[src/source/radio_ctrl_pkg.sv]
package radio_ctrl_pkg;

  // Command bus and NCO widths
  typedef logic [5:0]  cmd_addr_t;
  typedef logic [31:0] cmd_data_t;
  typedef logic [31:0] phase_t;
  typedef logic [3:0]  chan_t;
  typedef logic [5:0]  rate_t;

  // Transmit timing fields
  typedef logic [6:0] latency_t;
  typedef logic [4:0] ptt_hang_t;
  typedef logic [9:0] cw_hang_t;

  // Configuration shared by all blocks
  typedef struct packed {
    logic [1:0] rx_rate;
    chan_t      last_chan;
    logic       duplex;
    cw_hang_t   cw_hang;
    latency_t   tx_latency;
    ptt_hang_t  ptt_hang;
  } radio_cfg_t;

  // ----------------------------------------------------------------------
  // Command addresses
  // ----------------------------------------------------------------------
  localparam cmd_addr_t ADDR_CONTROL   = 6'h00;
  localparam cmd_addr_t ADDR_TX_FREQ   = 6'h01;
  localparam cmd_addr_t ADDR_CW_HANG   = 6'h10;
  localparam cmd_addr_t ADDR_TX_TIMING = 6'h17;

  // Receiver frequency slots, entry k tunes receiver k
  localparam int MAX_RX = 12;
  localparam cmd_addr_t [MAX_RX-1:0] ADDR_RX_FREQ = {
    6'h16, 6'h15, 6'h14, 6'h13, 6'h12, 6'h08,
    6'h07, 6'h06, 6'h05, 6'h04, 6'h03, 6'h02
  };

  // NCO slot of the transmitter
  localparam chan_t TX_NCO_INDEX = 4'd15;

  // Rounding term added before the phase word is cut out
  localparam phase_t FREQ_ROUND = 32'd16777216;

  // 2^57 / clock, 61.44 MHz entry trimmed for the oscillator offset
  function automatic phase_t freq_scale(input int unsigned clock);
    case (clock)
      61440000: return 32'd2345640077;
      79872000: return 32'd1804326773;
      76800000: return 32'd1876499845;
      default:  return 32'd1954687338;
    endcase
  endfunction

  // Decimation for 48 ksps
  function automatic rate_t rate48(input int unsigned clock);
    case (clock)
      61440000: return 6'd16;
      79872000: return 6'd16;
      76800000: return 6'd40;
      default:  return 6'd24;
    endcase
  endfunction

endpackage

[src/source/radio_sig_pkg.sv]
package radio_sig_pkg;

  // Receiver side
  typedef logic [23:0] rx_sample_t;

  typedef struct packed {
    rx_sample_t i;
    rx_sample_t q;
  } rx_iq_t;

  // Transmit side, I in the upper half as on the host stream
  typedef logic signed [15:0] tx_sample_t;

  typedef struct packed {
    tx_sample_t i;
    tx_sample_t q;
  } tx_iq_t;

  // CW envelope, top 15 bits drive the I input
  typedef logic [18:0] cw_level_t;

  localparam cw_level_t CW_LEVEL_MAX = 19'h4D800;

  // Upstream receive stream
  typedef struct packed {
    rx_sample_t tdata;
    logic       tlast;
    logic       tvalid;
  } rx_stream_t;

endpackage

[src/source/cmd_decoder.sv]
`timescale 1ns/1ps

module cmd_decoder #(
  parameter int unsigned CLK_FREQ = 76800000
) (
  input  logic                       clk,
  input  logic                       rst_all,
  input  radio_ctrl_pkg::cmd_addr_t  cmd_addr_i,
  input  radio_ctrl_pkg::cmd_data_t  cmd_data_i,
  input  logic                       cmd_rqst_i,
  output logic                       cmd_ack_o,
  output logic                       freq_latch_o,
  output logic                       freq_commit_o,
  output radio_ctrl_pkg::radio_cfg_t cfg_o,
  output radio_ctrl_pkg::rate_t      rate_o
);

  localparam radio_ctrl_pkg::rate_t RATE48 = radio_ctrl_pkg::rate48(CLK_FREQ);

  // Idle, then three cycles for the frequency multiply
  typedef enum logic [1:0] {
    CMD_IDLE,
    CMD_FREQ1,
    CMD_FREQ2,
    CMD_FREQ3
  } cmd_state_t;

  cmd_state_t                 state;
  radio_ctrl_pkg::radio_cfg_t cfg_q;
  logic                       is_freq;

  // Any NCO address starts the busy sequence
  always_comb begin
    is_freq = (cmd_addr_i == radio_ctrl_pkg::ADDR_TX_FREQ);
    for (int k = 0; k < radio_ctrl_pkg::MAX_RX; k++) begin
      if (cmd_addr_i == radio_ctrl_pkg::ADDR_RX_FREQ[k]) is_freq = 1'b1;
    end
  end

  always_ff @(posedge clk) begin
    if (rst_all) begin
      state <= CMD_IDLE;
      cfg_q <= '0;
      // Default latency 10 ms, PTT hang 4 ms
      cfg_q.tx_latency <= 7'd10;
      cfg_q.ptt_hang   <= 5'd4;
    end else begin
      case (state)
        CMD_IDLE: begin
          if (cmd_rqst_i) begin
            if (is_freq) state <= CMD_FREQ1;
            // Control writes land at once, no ack
            case (cmd_addr_i)
              radio_ctrl_pkg::ADDR_CONTROL: begin
                cfg_q.rx_rate   <= cmd_data_i[25:24];
                cfg_q.last_chan <= cmd_data_i[6:3];
                cfg_q.duplex    <= cmd_data_i[2];
              end
              radio_ctrl_pkg::ADDR_CW_HANG: begin
                cfg_q.cw_hang <= {cmd_data_i[31:24], cmd_data_i[17:16]};
              end
              radio_ctrl_pkg::ADDR_TX_TIMING: begin
                cfg_q.tx_latency <= cmd_data_i[6:0];
                cfg_q.ptt_hang   <= cmd_data_i[12:8];
              end
              default: ;
            endcase
          end
        end
        CMD_FREQ1: state <= CMD_FREQ2;
        CMD_FREQ2: state <= CMD_FREQ3;
        default:   state <= CMD_IDLE;
      endcase
    end
  end

  // Product latched in FREQ2, written in FREQ3
  assign freq_latch_o  = (state == CMD_FREQ2);
  assign freq_commit_o = (state == CMD_FREQ3);
  assign cmd_ack_o     = (state == CMD_FREQ3);

  assign cfg_o = cfg_q;

  // 48, 96, 192 and 384 ksps
  assign rate_o = RATE48 >> cfg_q.rx_rate;

endmodule

[src/source/phase_bank.sv]
`timescale 1ns/1ps

module phase_bank #(
  parameter int          NR       = 4,
  parameter int unsigned CLK_FREQ = 76800000
) (
  input  logic                             clk,
  input  logic                             rst_all,
  input  radio_ctrl_pkg::cmd_addr_t        cmd_addr_i,
  input  radio_ctrl_pkg::cmd_data_t        cmd_data_i,
  input  logic                             freq_latch_i,
  input  logic                             freq_commit_i,
  input  radio_ctrl_pkg::radio_cfg_t       cfg_i,
  output radio_ctrl_pkg::phase_t           tx_phase_o,
  output radio_ctrl_pkg::phase_t [NR-1:0]  rx_phase_o
);

  localparam logic [63:0] SCALE = 64'(radio_ctrl_pkg::freq_scale(CLK_FREQ));
  localparam logic [63:0] ROUND = 64'(radio_ctrl_pkg::FREQ_ROUND);

  logic [63:0]                     freq_prod;
  radio_ctrl_pkg::chan_t           nco_idx;
  radio_ctrl_pkg::chan_t           idx_q;
  radio_ctrl_pkg::phase_t          phase_q;
  radio_ctrl_pkg::phase_t          tx_phase;
  radio_ctrl_pkg::phase_t [NR-1:0] rx_phase;
  logic                            simplex;

  // Hz to phase increment, two cycles to settle
  assign freq_prod = 64'(cmd_data_i) * SCALE + ROUND;

  // ----------------------------------------------------------------------
  // Address to NCO slot
  // ----------------------------------------------------------------------
  always_comb begin
    // Slot 14 matches no receiver and not TX
    nco_idx = 4'd14;
    if (cmd_addr_i == radio_ctrl_pkg::ADDR_TX_FREQ) nco_idx = radio_ctrl_pkg::TX_NCO_INDEX;
    for (int k = 0; k < radio_ctrl_pkg::MAX_RX; k++) begin
      if (cmd_addr_i == radio_ctrl_pkg::ADDR_RX_FREQ[k]) begin
        nco_idx = radio_ctrl_pkg::chan_t'(k);
      end
    end
  end

  // Stage 1
  always_ff @(posedge clk) begin
    if (freq_latch_i) begin
      phase_q <= freq_prod[56:25];
      idx_q   <= nco_idx;
    end
  end

  // Single receiver without duplex follows TX
  assign simplex = !cfg_i.duplex && (cfg_i.last_chan == 4'd0);

  // Stage 2, phase registers
  always_ff @(posedge clk) begin
    if (rst_all) begin
      tx_phase <= '0;
      rx_phase <= '0;
    end else if (freq_commit_i) begin
      if (idx_q == radio_ctrl_pkg::TX_NCO_INDEX) begin
        tx_phase <= phase_q;
        if (simplex) rx_phase[0] <= phase_q;
      end
      // Slots at NR and above fall through
      for (int c = 0; c < NR; c++) begin
        if (idx_q == radio_ctrl_pkg::chan_t'(c)) begin
          // RX0 write in simplex keeps the TX tuning
          if (c == 0 && simplex) rx_phase[c] <= tx_phase;
          else rx_phase[c] <= phase_q;
        end
      end
    end
  end

  assign tx_phase_o = tx_phase;
  assign rx_phase_o = rx_phase;

endmodule

[src/source/tx_keyer.sv]
`timescale 1ns/1ps

module tx_keyer (
  input  logic                       clk,
  input  logic                       rst_all,
  input  logic                       run_i,
  input  logic                       qmsec_pulse_i,
  input  logic                       ext_keydown_i,
  input  radio_sig_pkg::tx_iq_t      tx_tdata_i,
  input  logic [3:0]                 tx_tuser_i,
  input  logic                       tx_tvalid_i,
  input  logic                       fir_ready_i,
  input  radio_ctrl_pkg::radio_cfg_t cfg_i,
  output logic                       tx_tready_o,
  output radio_sig_pkg::tx_iq_t      tx_bb_o,
  output logic                       tx_on_o,
  output logic                       cw_on_o
);

  typedef enum logic [2:0] {
    NOTX,
    PRETX,
    PTTTX,
    CWTX,
    CWHANG
  } tx_state_t;

  tx_state_t                 state;
  tx_state_t                 state_next;
  logic [8:0]                timer;
  logic [8:0]                timer_next;
  radio_sig_pkg::cw_level_t  level;
  radio_sig_pkg::cw_level_t  level_next;
  radio_sig_pkg::tx_iq_t     sample;
  radio_sig_pkg::tx_iq_t     sample_next;
  logic [10:0]               accum;
  logic                      accum_incr;
  logic                      accum_decr;
  logic                      accum_nz;
  logic                      cwx;
  logic                      ptt;
  logic                      cw_key;
  logic [8:0]                latency_q4;
  logic [8:0]                ptt_hang_q4;
  radio_sig_pkg::cw_level_t  hang_level;

  // Keys from the host stream sideband
  assign cwx    = tx_tuser_i[2] & tx_tvalid_i;
  assign ptt    = tx_tuser_i[3] & tx_tvalid_i;
  assign cw_key = ext_keydown_i | cwx;

  // Times in quarter milliseconds
  assign latency_q4  = {cfg_i.tx_latency, 2'b00};
  assign ptt_hang_q4 = {2'b00, cfg_i.ptt_hang, 2'b00};
  assign hang_level  = {7'b0000000, cfg_i.cw_hang, 2'b00};

  assign accum_nz = |accum;

  always_ff @(posedge clk) begin
    if (rst_all) begin
      state <= NOTX;
      timer <= '0;
      level <= '0;
      accum <= '0;
    end else begin
      state <= run_i ? state_next : NOTX;
      timer <= timer_next;
      level <= level_next;
      // Tape recorder mode, samples held back during PRETX
      if (accum_incr) accum <= accum + 11'd1;
      else if (accum_decr && accum_nz) accum <= accum - 11'd1;
    end
  end

  always_ff @(posedge clk) begin
    sample <= sample_next;
  end

  // ----------------------------------------------------------------------
  // Keying state machine
  // ----------------------------------------------------------------------
  always_comb begin
    state_next  = state;
    timer_next  = timer;
    level_next  = level;
    sample_next = sample;
    tx_tready_o = fir_ready_i;
    accum_incr  = 1'b0;
    accum_decr  = 1'b0;

    case (state)
      NOTX: begin
        sample_next = '0;
        level_next  = '0;
        timer_next  = latency_q4;
        // Drain what PRETX held back
        accum_decr  = ~fir_ready_i;
        tx_tready_o = fir_ready_i | accum_nz;
        if (cw_key | ptt) state_next = PRETX;
      end

      PRETX: begin
        // Stall to fill the buffer
        tx_tready_o = 1'b0;
        accum_incr  = fir_ready_i;
        if (timer != 9'd0) begin
          if (qmsec_pulse_i) timer_next = timer - 9'd1;
          if (!(cw_key | ptt)) state_next = NOTX;
        end else if (cw_key) begin
          state_next = CWTX;
        end else begin
          state_next = PTTTX;
        end
      end

      PTTTX: begin
        if (ext_keydown_i) begin
          state_next = CWTX;
        end else if (ptt) begin
          timer_next = ptt_hang_q4;
          if (fir_ready_i) sample_next = tx_tdata_i;
        end else if (timer != 9'd0) begin
          if (qmsec_pulse_i) timer_next = timer - 9'd1;
        end else begin
          state_next = NOTX;
        end
      end

      CWTX: begin
        if (cw_key) begin
          // Rising edge of the envelope
          if (level != radio_sig_pkg::CW_LEVEL_MAX) level_next = level + 19'd1;
          timer_next = latency_q4;
        end else if (timer != 9'd0) begin
          // Hold on for the buffer latency
          if (qmsec_pulse_i) timer_next = timer - 9'd1;
        end else if (level != 19'd0) begin
          level_next = level - 19'd1;
        end else begin
          // Level now counts the hang time
          timer_next = latency_q4;
          level_next = hang_level;
          state_next = CWHANG;
        end
      end

      CWHANG: begin
        if (cw_key) begin
          if (timer != 9'd0) begin
            if (qmsec_pulse_i) timer_next = timer - 9'd1;
          end else begin
            timer_next = latency_q4;
            level_next = '0;
            state_next = CWTX;
          end
        end else if (level != 19'd0) begin
          if (qmsec_pulse_i) level_next = level - 19'd1;
        end else begin
          state_next = NOTX;
        end
      end

      default: state_next = NOTX;
    endcase
  end

  assign tx_on_o = (state != NOTX);
  assign cw_on_o = (state == CWTX) || (state == CWHANG);

  // CW carrier on I only, else the latched sample
  always_comb begin
    if (state == CWTX) begin
      tx_bb_o.i = radio_sig_pkg::tx_sample_t'({1'b0, level[18:4]});
      tx_bb_o.q = '0;
    end else begin
      tx_bb_o = sample;
    end
  end

endmodule

[src/source/rx_framer.sv]
`timescale 1ns/1ps

module rx_framer #(
  parameter int NR = 4
) (
  input  logic                           clk,
  input  logic                           rst_all,
  input  radio_sig_pkg::rx_iq_t [NR-1:0] rx_iq_i,
  input  logic                           rx_rdy_i,
  input  logic                           rx_tready_i,
  input  radio_ctrl_pkg::radio_cfg_t     cfg_i,
  output radio_sig_pkg::rx_stream_t      rx_stream_o
);

  localparam radio_ctrl_pkg::chan_t MAX_CHAN = radio_ctrl_pkg::chan_t'(NR - 1);

  typedef enum logic [1:0] {
    RX_WAIT1,
    RX_I,
    RX_Q,
    RX_WAIT0
  } rx_state_t;

  rx_state_t             state;
  radio_ctrl_pkg::chan_t chan;
  radio_ctrl_pkg::chan_t last_chan;

  // Never run past the built receivers
  assign last_chan = (cfg_i.last_chan > MAX_CHAN) ? MAX_CHAN : cfg_i.last_chan;

  always_ff @(posedge clk) begin
    if (rst_all) begin
      state <= RX_WAIT1;
      chan  <= '0;
    end else begin
      case (state)
        RX_WAIT1: begin
          chan <= '0;
          if (rx_rdy_i && rx_tready_i) state <= RX_I;
        end
        RX_I: state <= RX_Q;
        RX_Q: begin
          if (chan == last_chan) begin
            state <= RX_WAIT0;
          end else begin
            chan  <= chan + 4'd1;
            state <= RX_I;
          end
        end
        // One frame per ready level
        default: begin
          if (!rx_rdy_i) state <= RX_WAIT1;
        end
      endcase
    end
  end

  // One word per clock, no back-pressure inside a frame
  always_comb begin
    rx_stream_o.tvalid = (state == RX_I) || (state == RX_Q);
    rx_stream_o.tlast  = (state == RX_Q) && (chan == last_chan);
    case (state)
      RX_I:    rx_stream_o.tdata = rx_iq_i[chan].i;
      RX_Q:    rx_stream_o.tdata = rx_iq_i[chan].q;
      default: rx_stream_o.tdata = '0;
    endcase
  end

endmodule

[src/source/radio_top.sv]
`timescale 1ns/1ps

module radio_top #(
  parameter int          NR       = 4,
  parameter int unsigned CLK_FREQ = 76800000
) (
  input  logic                            clk,
  input  logic                            rst_all,
  // Command slave
  input  radio_ctrl_pkg::cmd_addr_t       cmd_addr_i,
  input  radio_ctrl_pkg::cmd_data_t       cmd_data_i,
  input  logic                            cmd_rqst_i,
  output logic                            cmd_ack_o,
  // Transmit
  input  radio_sig_pkg::tx_iq_t           tx_tdata_i,
  input  logic [3:0]                      tx_tuser_i,
  input  logic                            tx_tvalid_i,
  output logic                            tx_tready_o,
  input  logic                            run_i,
  input  logic                            qmsec_pulse_i,
  input  logic                            ext_keydown_i,
  input  logic                            fir_ready_i,
  // Receive
  input  radio_sig_pkg::rx_iq_t [NR-1:0]  rx_iq_i,
  input  logic                            rx_rdy_i,
  output radio_sig_pkg::rx_stream_t       rx_stream_o,
  input  logic                            rx_tready_i,
  // NCO, decimation and baseband
  output radio_ctrl_pkg::phase_t          tx_phase_o,
  output radio_ctrl_pkg::phase_t [NR-1:0] rx_phase_o,
  output radio_ctrl_pkg::rate_t           rate_o,
  output radio_sig_pkg::tx_iq_t           tx_bb_o,
  output logic                            tx_on_o,
  output logic                            cw_on_o
);

  radio_ctrl_pkg::radio_cfg_t cfg;
  logic                       freq_latch;
  logic                       freq_commit;

  cmd_decoder #(
    .CLK_FREQ(CLK_FREQ)
  ) cmd_decoder_i (
    .clk          (clk),
    .rst_all      (rst_all),
    .cmd_addr_i   (cmd_addr_i),
    .cmd_data_i   (cmd_data_i),
    .cmd_rqst_i   (cmd_rqst_i),
    .cmd_ack_o    (cmd_ack_o),
    .freq_latch_o (freq_latch),
    .freq_commit_o(freq_commit),
    .cfg_o        (cfg),
    .rate_o       (rate_o)
  );

  // Reads the command bus directly during the busy cycles
  phase_bank #(
    .NR      (NR),
    .CLK_FREQ(CLK_FREQ)
  ) phase_bank_i (
    .clk          (clk),
    .rst_all      (rst_all),
    .cmd_addr_i   (cmd_addr_i),
    .cmd_data_i   (cmd_data_i),
    .freq_latch_i (freq_latch),
    .freq_commit_i(freq_commit),
    .cfg_i        (cfg),
    .tx_phase_o   (tx_phase_o),
    .rx_phase_o   (rx_phase_o)
  );

  tx_keyer tx_keyer_i (
    .clk          (clk),
    .rst_all      (rst_all),
    .run_i        (run_i),
    .qmsec_pulse_i(qmsec_pulse_i),
    .ext_keydown_i(ext_keydown_i),
    .tx_tdata_i   (tx_tdata_i),
    .tx_tuser_i   (tx_tuser_i),
    .tx_tvalid_i  (tx_tvalid_i),
    .fir_ready_i  (fir_ready_i),
    .cfg_i        (cfg),
    .tx_tready_o  (tx_tready_o),
    .tx_bb_o      (tx_bb_o),
    .tx_on_o      (tx_on_o),
    .cw_on_o      (cw_on_o)
  );

  rx_framer #(
    .NR(NR)
  ) rx_framer_i (
    .clk        (clk),
    .rst_all    (rst_all),
    .rx_iq_i    (rx_iq_i),
    .rx_rdy_i   (rx_rdy_i),
    .rx_tready_i(rx_tready_i),
    .cfg_i      (cfg),
    .rx_stream_o(rx_stream_o)
  );

endmodule

[config.mk]
export PLATFORM = sky130hd
export DESIGN_NAME = radio_top
export DESIGN_NICKNAME = d
export VERILOG_FILES = /design/src/source/radio_ctrl_pkg.sv /design/src/source/radio_sig_pkg.sv /design/src/source/cmd_decoder.sv /design/src/source/phase_bank.sv /design/src/source/tx_keyer.sv /design/src/source/rx_framer.sv /design/src/source/radio_top.sv
export SDC_FILE = /design/constraint.sdc
export NUM_CORES = 2
export LEC_CHECK = 0
export ABC_AREA = 1
export BUFFER_PORTS_ARGS = -buffer_cell sky130_fd_sc_hd__buf_2
export CAP_MARGIN = 20
export CORE_ASPECT_RATIO = 1.25
export CORE_MARGIN = 8
export CORE_UTILIZATION = 40
export DETAILED_ROUTE_END_ITERATION = 10
export PLACE_DENSITY = 0.61
export SYNTH_ARGS = -nofsm -noshare
export SYNTH_HDL_FRONTEND = slang
export SYNTH_HIERARCHICAL = 1
export SYNTH_SLANG_ARGS = --single-unit
[constraint.sdc]
create_clock -name clk -period 12.41 [get_ports clk]
set_clock_uncertainty 0.15 [all_clocks]
set_input_delay 0.6205 -clock clk [delete_from_list [all_inputs] [get_ports clk]]
set_output_delay 0.6205 -clock clk [all_outputs]
set_load 0.01 [all_outputs]
# Word-level counts from Yosys, hierarchy flattened
# Cells that the tools add are included.
op_classes:
  eq_ne: 53
  mux: 84
  shift: 1
  bitwise_logic: 7
  add_sub_neg: 7
  mul: 1
  order_cmp: 2
  n_reduce_logical: 42
ops:
  columns: ["op", "count"]
  rows:
  - ["32-bit two-way mux", 8]
  - ["19-bit two-way mux", 8]
  - ["48-bit binary-select mux with 2-bit select", 1]
  - ["9-bit two-way mux", 9]
  - ["32-bit one-hot mux with 2 select lines", 1]
  - ["57-bit by 25-bit adder with 57-bit output, second input constant", 1]
  - ["32-bit by 31-bit multiplier with 57-bit output, second input constant", 1]
  - ["19-bit one-hot mux with 3 select lines", 1]
  - ["48-bit two-way mux", 1]
  - ["24-bit one-hot mux with 2 select lines", 1]
  - ["9-bit one-hot mux with 5 select lines", 1]
  - ["6-bit by 5-bit equality test with 1-bit output, second input constant", 7]
  - ["4-bit two-way mux", 10]
  - ["3-bit two-way mux", 12]
  - ["6-bit by 3-bit equality test with 1-bit output, second input constant", 4]
  - ["11-bit two-way mux", 2]
  - ["19-bit by 1-bit adder with 19-bit output, second input constant", 1]
  - ["19-bit inequality test, second input constant", 1]
  - ["19-bit nonzero test", 1]
  - ["19-bit by 1-bit subtractor with 19-bit output, second input constant", 1]
  - ["1-bit two-way mux", 17]
  - ["3-bit inequality test, second input constant", 5]
  - ["3-bit one-hot mux with 5 select lines", 1]
  - ["2-bit two-way mux", 7]
  - ["50 further kinds", 95]
totals:
  output_inout_bits: 228
  ff_bits: 307

# Logic depth before layout (Yosys ltp)
depth:
  ltp_word: 16
  depth_mapped: 29

# Cells and area by module
# The synthesis kept the hierarchy.
modules_own_cells:
  columns: ["module", "area_each_um2", "cells_per_inst", "seq_area_each_um2", "instances"]
  rows:
  - ["phase_bank", 24862.6, 2883, 4284.1, 1]
  - ["tx_keyer", 5763.0, 910, 1801.7, 1]
  - ["rx_framer", 2240.9, 465, 120.1, 1]
  - ["cmd_decoder", 1326.3, 170, 620.6, 1]

# Worst setup path before layout
# OpenSTA, ideal clock, no wires.
synth_timing:
  path_type: "input to register"
  start: "input port cmd_data_i[13]"
  end: "register phase_bank_i.phase_q[17] (data pin)"
  arrival_ps: 6082
  slack_ps: 5925
  n_path_buf: 0
  stages: 21
  path_cell_list: "fa_1 -> inv_1 -> fa_1 -> inv_1 -> fa_1 -> fa_1 -> fa_1 -> inv_1 -> fa_1 -> inv_1 -> fa_1 -> ha_1 -> ha_1 -> nand2_1 -> inv_1 -> a21oi_1 -> a21boi_0 -> a21boi_0 -> nand3_1 -> nand2_1 -> nand2_1"
synth_via:
  elab_chain_len: 2
synth_rtl:
  columns: ["item", "line_no", "source"]
  rows:
  - ["from (decl)", "radio_top.sv:11", "input radio_ctrl_pkg::cmd_data_t cmd_data_i,"]
  - ["32-bit by 31-bit multiplier with 57-bit output", "phase_bank.sv:30", "assign freq_prod = 64'(cmd_data_i) * SCALE + ROUND;"]
  - ["57-bit by 25-bit adder with 57-bit output", "phase_bank.sv:30", null]
  - ["via phase_bank_i.freq_prod[42]", "phase_bank.sv:21", "logic [63:0] freq_prod;"]
  - ["to (signal assigned)", "phase_bank.sv:49", "phase_q <= freq_prod[56:25];"]
  - ["to (decl)", "phase_bank.sv:24", "radio_ctrl_pkg::phase_t phase_q;"]
# The timed path passes the listed nets, and every way through them passes these cells.
# A chain may end at the register's enable or synchronous reset.

# Worst setup path in the final report
layout_timing:
  start: "input port cmd_data_i[17]"
  end: "register phase_bank_i.phase_q[17] (data pin)"
# Same word-level chain as after synthesis.

==> results.txt <==
----------------------------------------------------
[Timing]
  Ratio of final minimum period to clock period ... 0.567
  # setup viols final ... 0
  Actual transition at the worst max-transition pin ... approximately 1.1 ns
  Accumulated negative setup slack ... 0 ns
  Time the final worst path needs with I/O delays and setup ... around 7 ns
  Setup repair after global routing missed its margin ... no
  Fmax ... roughly 140 MHz
  Endpoints failing hold ... 0
  Final Max Tran Viols ... 0
  Max-Slew Margin vs Limit ... 0.292

[Yosys]
  Synth top area share ... 0.230
  Most numerous cell types in the synthesized netlist ... 951 x sky130_fd_sc_hd__inv_1, 733 x sky130_fd_sc_hd__nand2_1, 520 x sky130_fd_sc_hd__nor2_1
  Count of unique library cells instantiated by Yosys ... 57
  Number of warnings printed during yosys synthesis ... 6
  Count of flip-flops with a built-in enable after synthesis ... between 60 and 70
  Post-Syn Area ... approximately 0.034 sq mm
  Primary FF master, synth ... sky130_fd_sc_hd__dfxtp_1
  Average footprint of a synthesized cell ... between 7 and 8 sq um
  Largest cells by area after synthesis ... sky130_fd_sc_hd__fa_1 23%, sky130_fd_sc_hd__dfxtp_1 14%, sky130_fd_sc_hd__ha_1 12%
  Number of nets in the synthesized netlist ... around 5,400
  Register bit count reported by yosys ... 307
  Async set or reset register ratio after synthesis ... 0
  Proportion of synthesized chip area in sequential cells ... 0.200
  Count of mapped cells out of synthesis ... roughly 4,400
  Leading area contributor after synthesis ... sky130_fd_sc_hd__fa_1
  Top-count cell post-synth ... sky130_fd_sc_hd__inv_1

[Global routing]
  Initial antenna violation count ... 15
  Largest net degree at the start of global routing ... about 100
  Gr ovfl total ... 0
  Global-route usage over all layers ... 0.239
  Via count of the first global-routing pass ... about 30,000
  Global-route wire length before repair ... 178,000 microns

[Detailed routing]
  Vias per inst ... about 5.1
  Detailed-route wire length ... around 120,000 microns
  Remaining antenna violation count ... 0
  DR pass1 iterations ... 6
  Routed length per placed instance ... 19.5 microns
  DRC violations left ... 0
  Total vias in the final route ... roughly 30,000
  1st-iter DRT viols ... around 2,200

[Clock tree]
  CTS buffer count ... 34
  Total of cells resized after clock tree synthesis ... 0
  TritonCTS clock tree ... done
  Clock input transition at the sequential cells of the worst setup and hold paths ... 0.06 ns
  CTS Root Buffer Type ... sky130_fd_sc_hd__clkbuf_16
  Maximum number of buffers from clock root to sink ... 3
  CTS Hold Bufs ... 0
  CTS HTree Levels ... 2
  Later-pin clock latency in the skew report ... around 0.53 ns
  Post-CTS setup buffer count ... 0
  Sink count of the clock tree ... 307

[Die]
  # rows ... 120
  Die Area ... 0.0952 sq mm
  Core Area ... roughly 0.085 sq mm
  Initial Util ... 0.402
  DIE WIDTH ... about 280 microns
  DIE HEIGHT ... between 300 and 400 microns
  Number of placed I/O pins ... ~500

[Final layout]
  Net count, final ... slightly below 6,000
  Fraction of layout instances using a drive strength above 1 ... 0.140
  Area added between synthesis and finish ... 12.7%

[Critical path]
  Data required, critical path ... 12.53 ns
  Reg-to-reg endpoint ... phase_bank_i/rx_phase_o[6]$_SDFFE_PP0P_
  Critical setup path kind ... in2reg
  Crit start category ... primary input
  Worst Path Max Fanout ... 9
  Setup slack of the worst register-to-register path ... about 9.1 ns
  Kind of end point of the critical path ... flip-flop
  CP Data Arrival Time ... between 7 and 8 ns
  Worst reg2reg path startpoint ... cmd_decoder_i/state[1]$_SDFFE_PP0P_
  Cells on worst reg2reg path ... 9

[Worst hold path]
  Hold path cells ... 3
  Worst Hold End ... tx_keyer_i/state[1]$_SDFFE_PP0P_
  Start point of the worst min-delay path ... run_i
  Worst min path class ... in2reg

[Status]
  Status ... finished clean

[Placement]
  Detail Placement HPWL ... between 90,000 and 100,000 microns
  Final Wtd Congestion ... slightly below 1
  Number of buffers inserted by port buffering ... 501

[Run]
  Total of max-cap violations ... 0

----------------------------------------------------
worst max-delay path by stage:
stage / from / end / slack [ns]
5_1_grt: cmd_data_i[17] / phase_bank_i/phase_q[19]$_DFFE_PP_ / 5.09
3_5_place_dp: cmd_data_i[17] / phase_bank_i/phase_q[23]$_DFFE_PP_ / 4.92
2_1_floorplan: cmd_data_i[13] / phase_bank_i/phase_q[17]$_DFFE_PP_ / 5.93
4_1_cts: cmd_data_i[17] / phase_bank_i/phase_q[23]$_DFFE_PP_ / 5.45
6_report: cmd_data_i[17] / phase_bank_i/phase_q[17]$_DFFE_PP_ / 5.37
3_3_place_gp: cmd_data_i[17] / phase_bank_i/phase_q[17]$_DFFE_PP_ / 4.88
placed cells by master (no fill, tap or decap), types with 5 or more instances in the layout:
cell / netlist / routed
sky130_fd_sc_hd__o21ai_2: 7 / 7
sky130_fd_sc_hd__nor2_2: 11 / 13
sky130_fd_sc_hd__diode_2: 0 / 10
sky130_fd_sc_hd__buf_2: 39 / 500
sky130_fd_sc_hd__nand2_2: 7 / 7
sky130_fd_sc_hd__edfxtp_1: 68 / 68
sky130_fd_sc_hd__clkinv_2: 0 / 7
sky130_fd_sc_hd__inv_2: 7 / 8
sky130_fd_sc_hd__o211ai_1: 6 / 6
sky130_fd_sc_hd__dfxtp_1: 239 / 237
sky130_fd_sc_hd__nand2_1: 733 / 733
sky130_fd_sc_hd__o21ai_0: 214 / 214
sky130_fd_sc_hd__inv_1: 951 / 950
sky130_fd_sc_hd__xor2_1: 28 / 28
sky130_fd_sc_hd__o21ai_1: 83 / 83
sky130_fd_sc_hd__nand4_1: 96 / 96
sky130_fd_sc_hd__a21oi_2: 7 / 7
sky130_fd_sc_hd__ha_1: 338 / 337
sky130_fd_sc_hd__nand3_1: 136 / 135
sky130_fd_sc_hd__a211oi_1: 36 / 36
sky130_fd_sc_hd__nor3_1: 18 / 18
sky130_fd_sc_hd__xnor2_1: 11 / 11
sky130_fd_sc_hd__buf_4: 11 / 17
sky130_fd_sc_hd__clkbuf_16: 0 / 35
sky130_fd_sc_hd__clkbuf_1: 62 / 5
sky130_fd_sc_hd__nor2_4: 7 / 7
sky130_fd_sc_hd__fa_1: 392 / 392
sky130_fd_sc_hd__a211oi_2: 35 / 35
sky130_fd_sc_hd__nor2_1: 520 / 518
sky130_fd_sc_hd__o21bai_1: 18 / 18
sky130_fd_sc_hd__a21oi_1: 259 / 259
cell type report:
type                            count  area (sq um)
Tap cell                         1098          1370
Sequential cell                   307          6830
Timing Repair Buffer              518          2640
Multi-Input combinational cell   3013         23000
Clock inverter                     12           116
Clock buffer                       45           955
Fill cell                        8680         46600
Antenna cell                       10          25.0
Inverter                          959          3600
critical path, cell delays in order:
cell and delay (ns):
sky130_fd_sc_hd__buf_2 0.36, sky130_fd_sc_hd__inv_1 0.19, sky130_fd_sc_hd__fa_1 0.63, sky130_fd_sc_hd__inv_1 0.10, sky130_fd_sc_hd__fa_1 0.51, sky130_fd_sc_hd__fa_1 0.44, sky130_fd_sc_hd__fa_1 0.57, sky130_fd_sc_hd__fa_1 0.56
sky130_fd_sc_hd__inv_1 0.06, sky130_fd_sc_hd__fa_1 0.50, sky130_fd_sc_hd__fa_1 0.60, sky130_fd_sc_hd__inv_1 0.06, sky130_fd_sc_hd__ha_1 0.30, sky130_fd_sc_hd__ha_1 0.40, sky130_fd_sc_hd__nand2_1 0.14, sky130_fd_sc_hd__inv_1 0.05
sky130_fd_sc_hd__a21oi_1 0.19, sky130_fd_sc_hd__a21boi_0 0.32, sky130_fd_sc_hd__a21boi_0 0.29, sky130_fd_sc_hd__nand3_1 0.12, sky130_fd_sc_hd__nand2_1 0.07, sky130_fd_sc_hd__nand2_1 0.07
registers in the layout, summed over array words and instances, names as in the netlist:
name / cells
rx_framer_i/chan: 4
phase_bank_i/rx_phase_o: 128
tx_keyer_i/sample: 32
rx_framer_i/state: 2
cmd_decoder_i/cfg_o: 29
tx_keyer_i/accum: 11
tx_keyer_i/level: 19
tx_keyer_i/state: 3
phase_bank_i/idx_q: 4
cmd_decoder_i/state: 2
phase_bank_i/tx_phase_o: 32
tx_keyer_i/timer: 9
phase_bank_i/phase_q: 32
cell families (layout without fill, tap and decap cells):
logic type	count (synthesis)	in the layout	share of synthesized area
compound gates	685	685	0.116
xor+xnor	39	39	0.00999
buf+inv	1108	1534	0.129
flops	307	307	0.200
simple gates	1559	1559	0.193
other cells	0	10	0
fa+ha+maj	730	730	0.353
per-layer routing:
layer / wire length [microns] / global-route usage
met4: 4000 / 0.0775
met3: 6160 / 0.0306
met1: 48100 / 0.293
met5: 22 / 0
met2: 58200 / 0.432
per-stage QoR:
stage	setup WS [ns]	std cells	hold slack, ns	util	instance area (sq um)
after floorplan	5.93	4428	0.279	-	34200
after global placement	4.88	5895	0.296	0.440	37400
after detailed placement	4.92	5895	0.301	0.440	37400
after CTS	5.45	5952	0.173	0.452	38500
after global routing	5.09	5962	0.207	0.453	38500
final	5.37	5962	0.215	0.453	38500
Power is left out: the tool's default activity adds up to more than one toggle a clock period on the data nets, which glitch-free logic cannot reach.
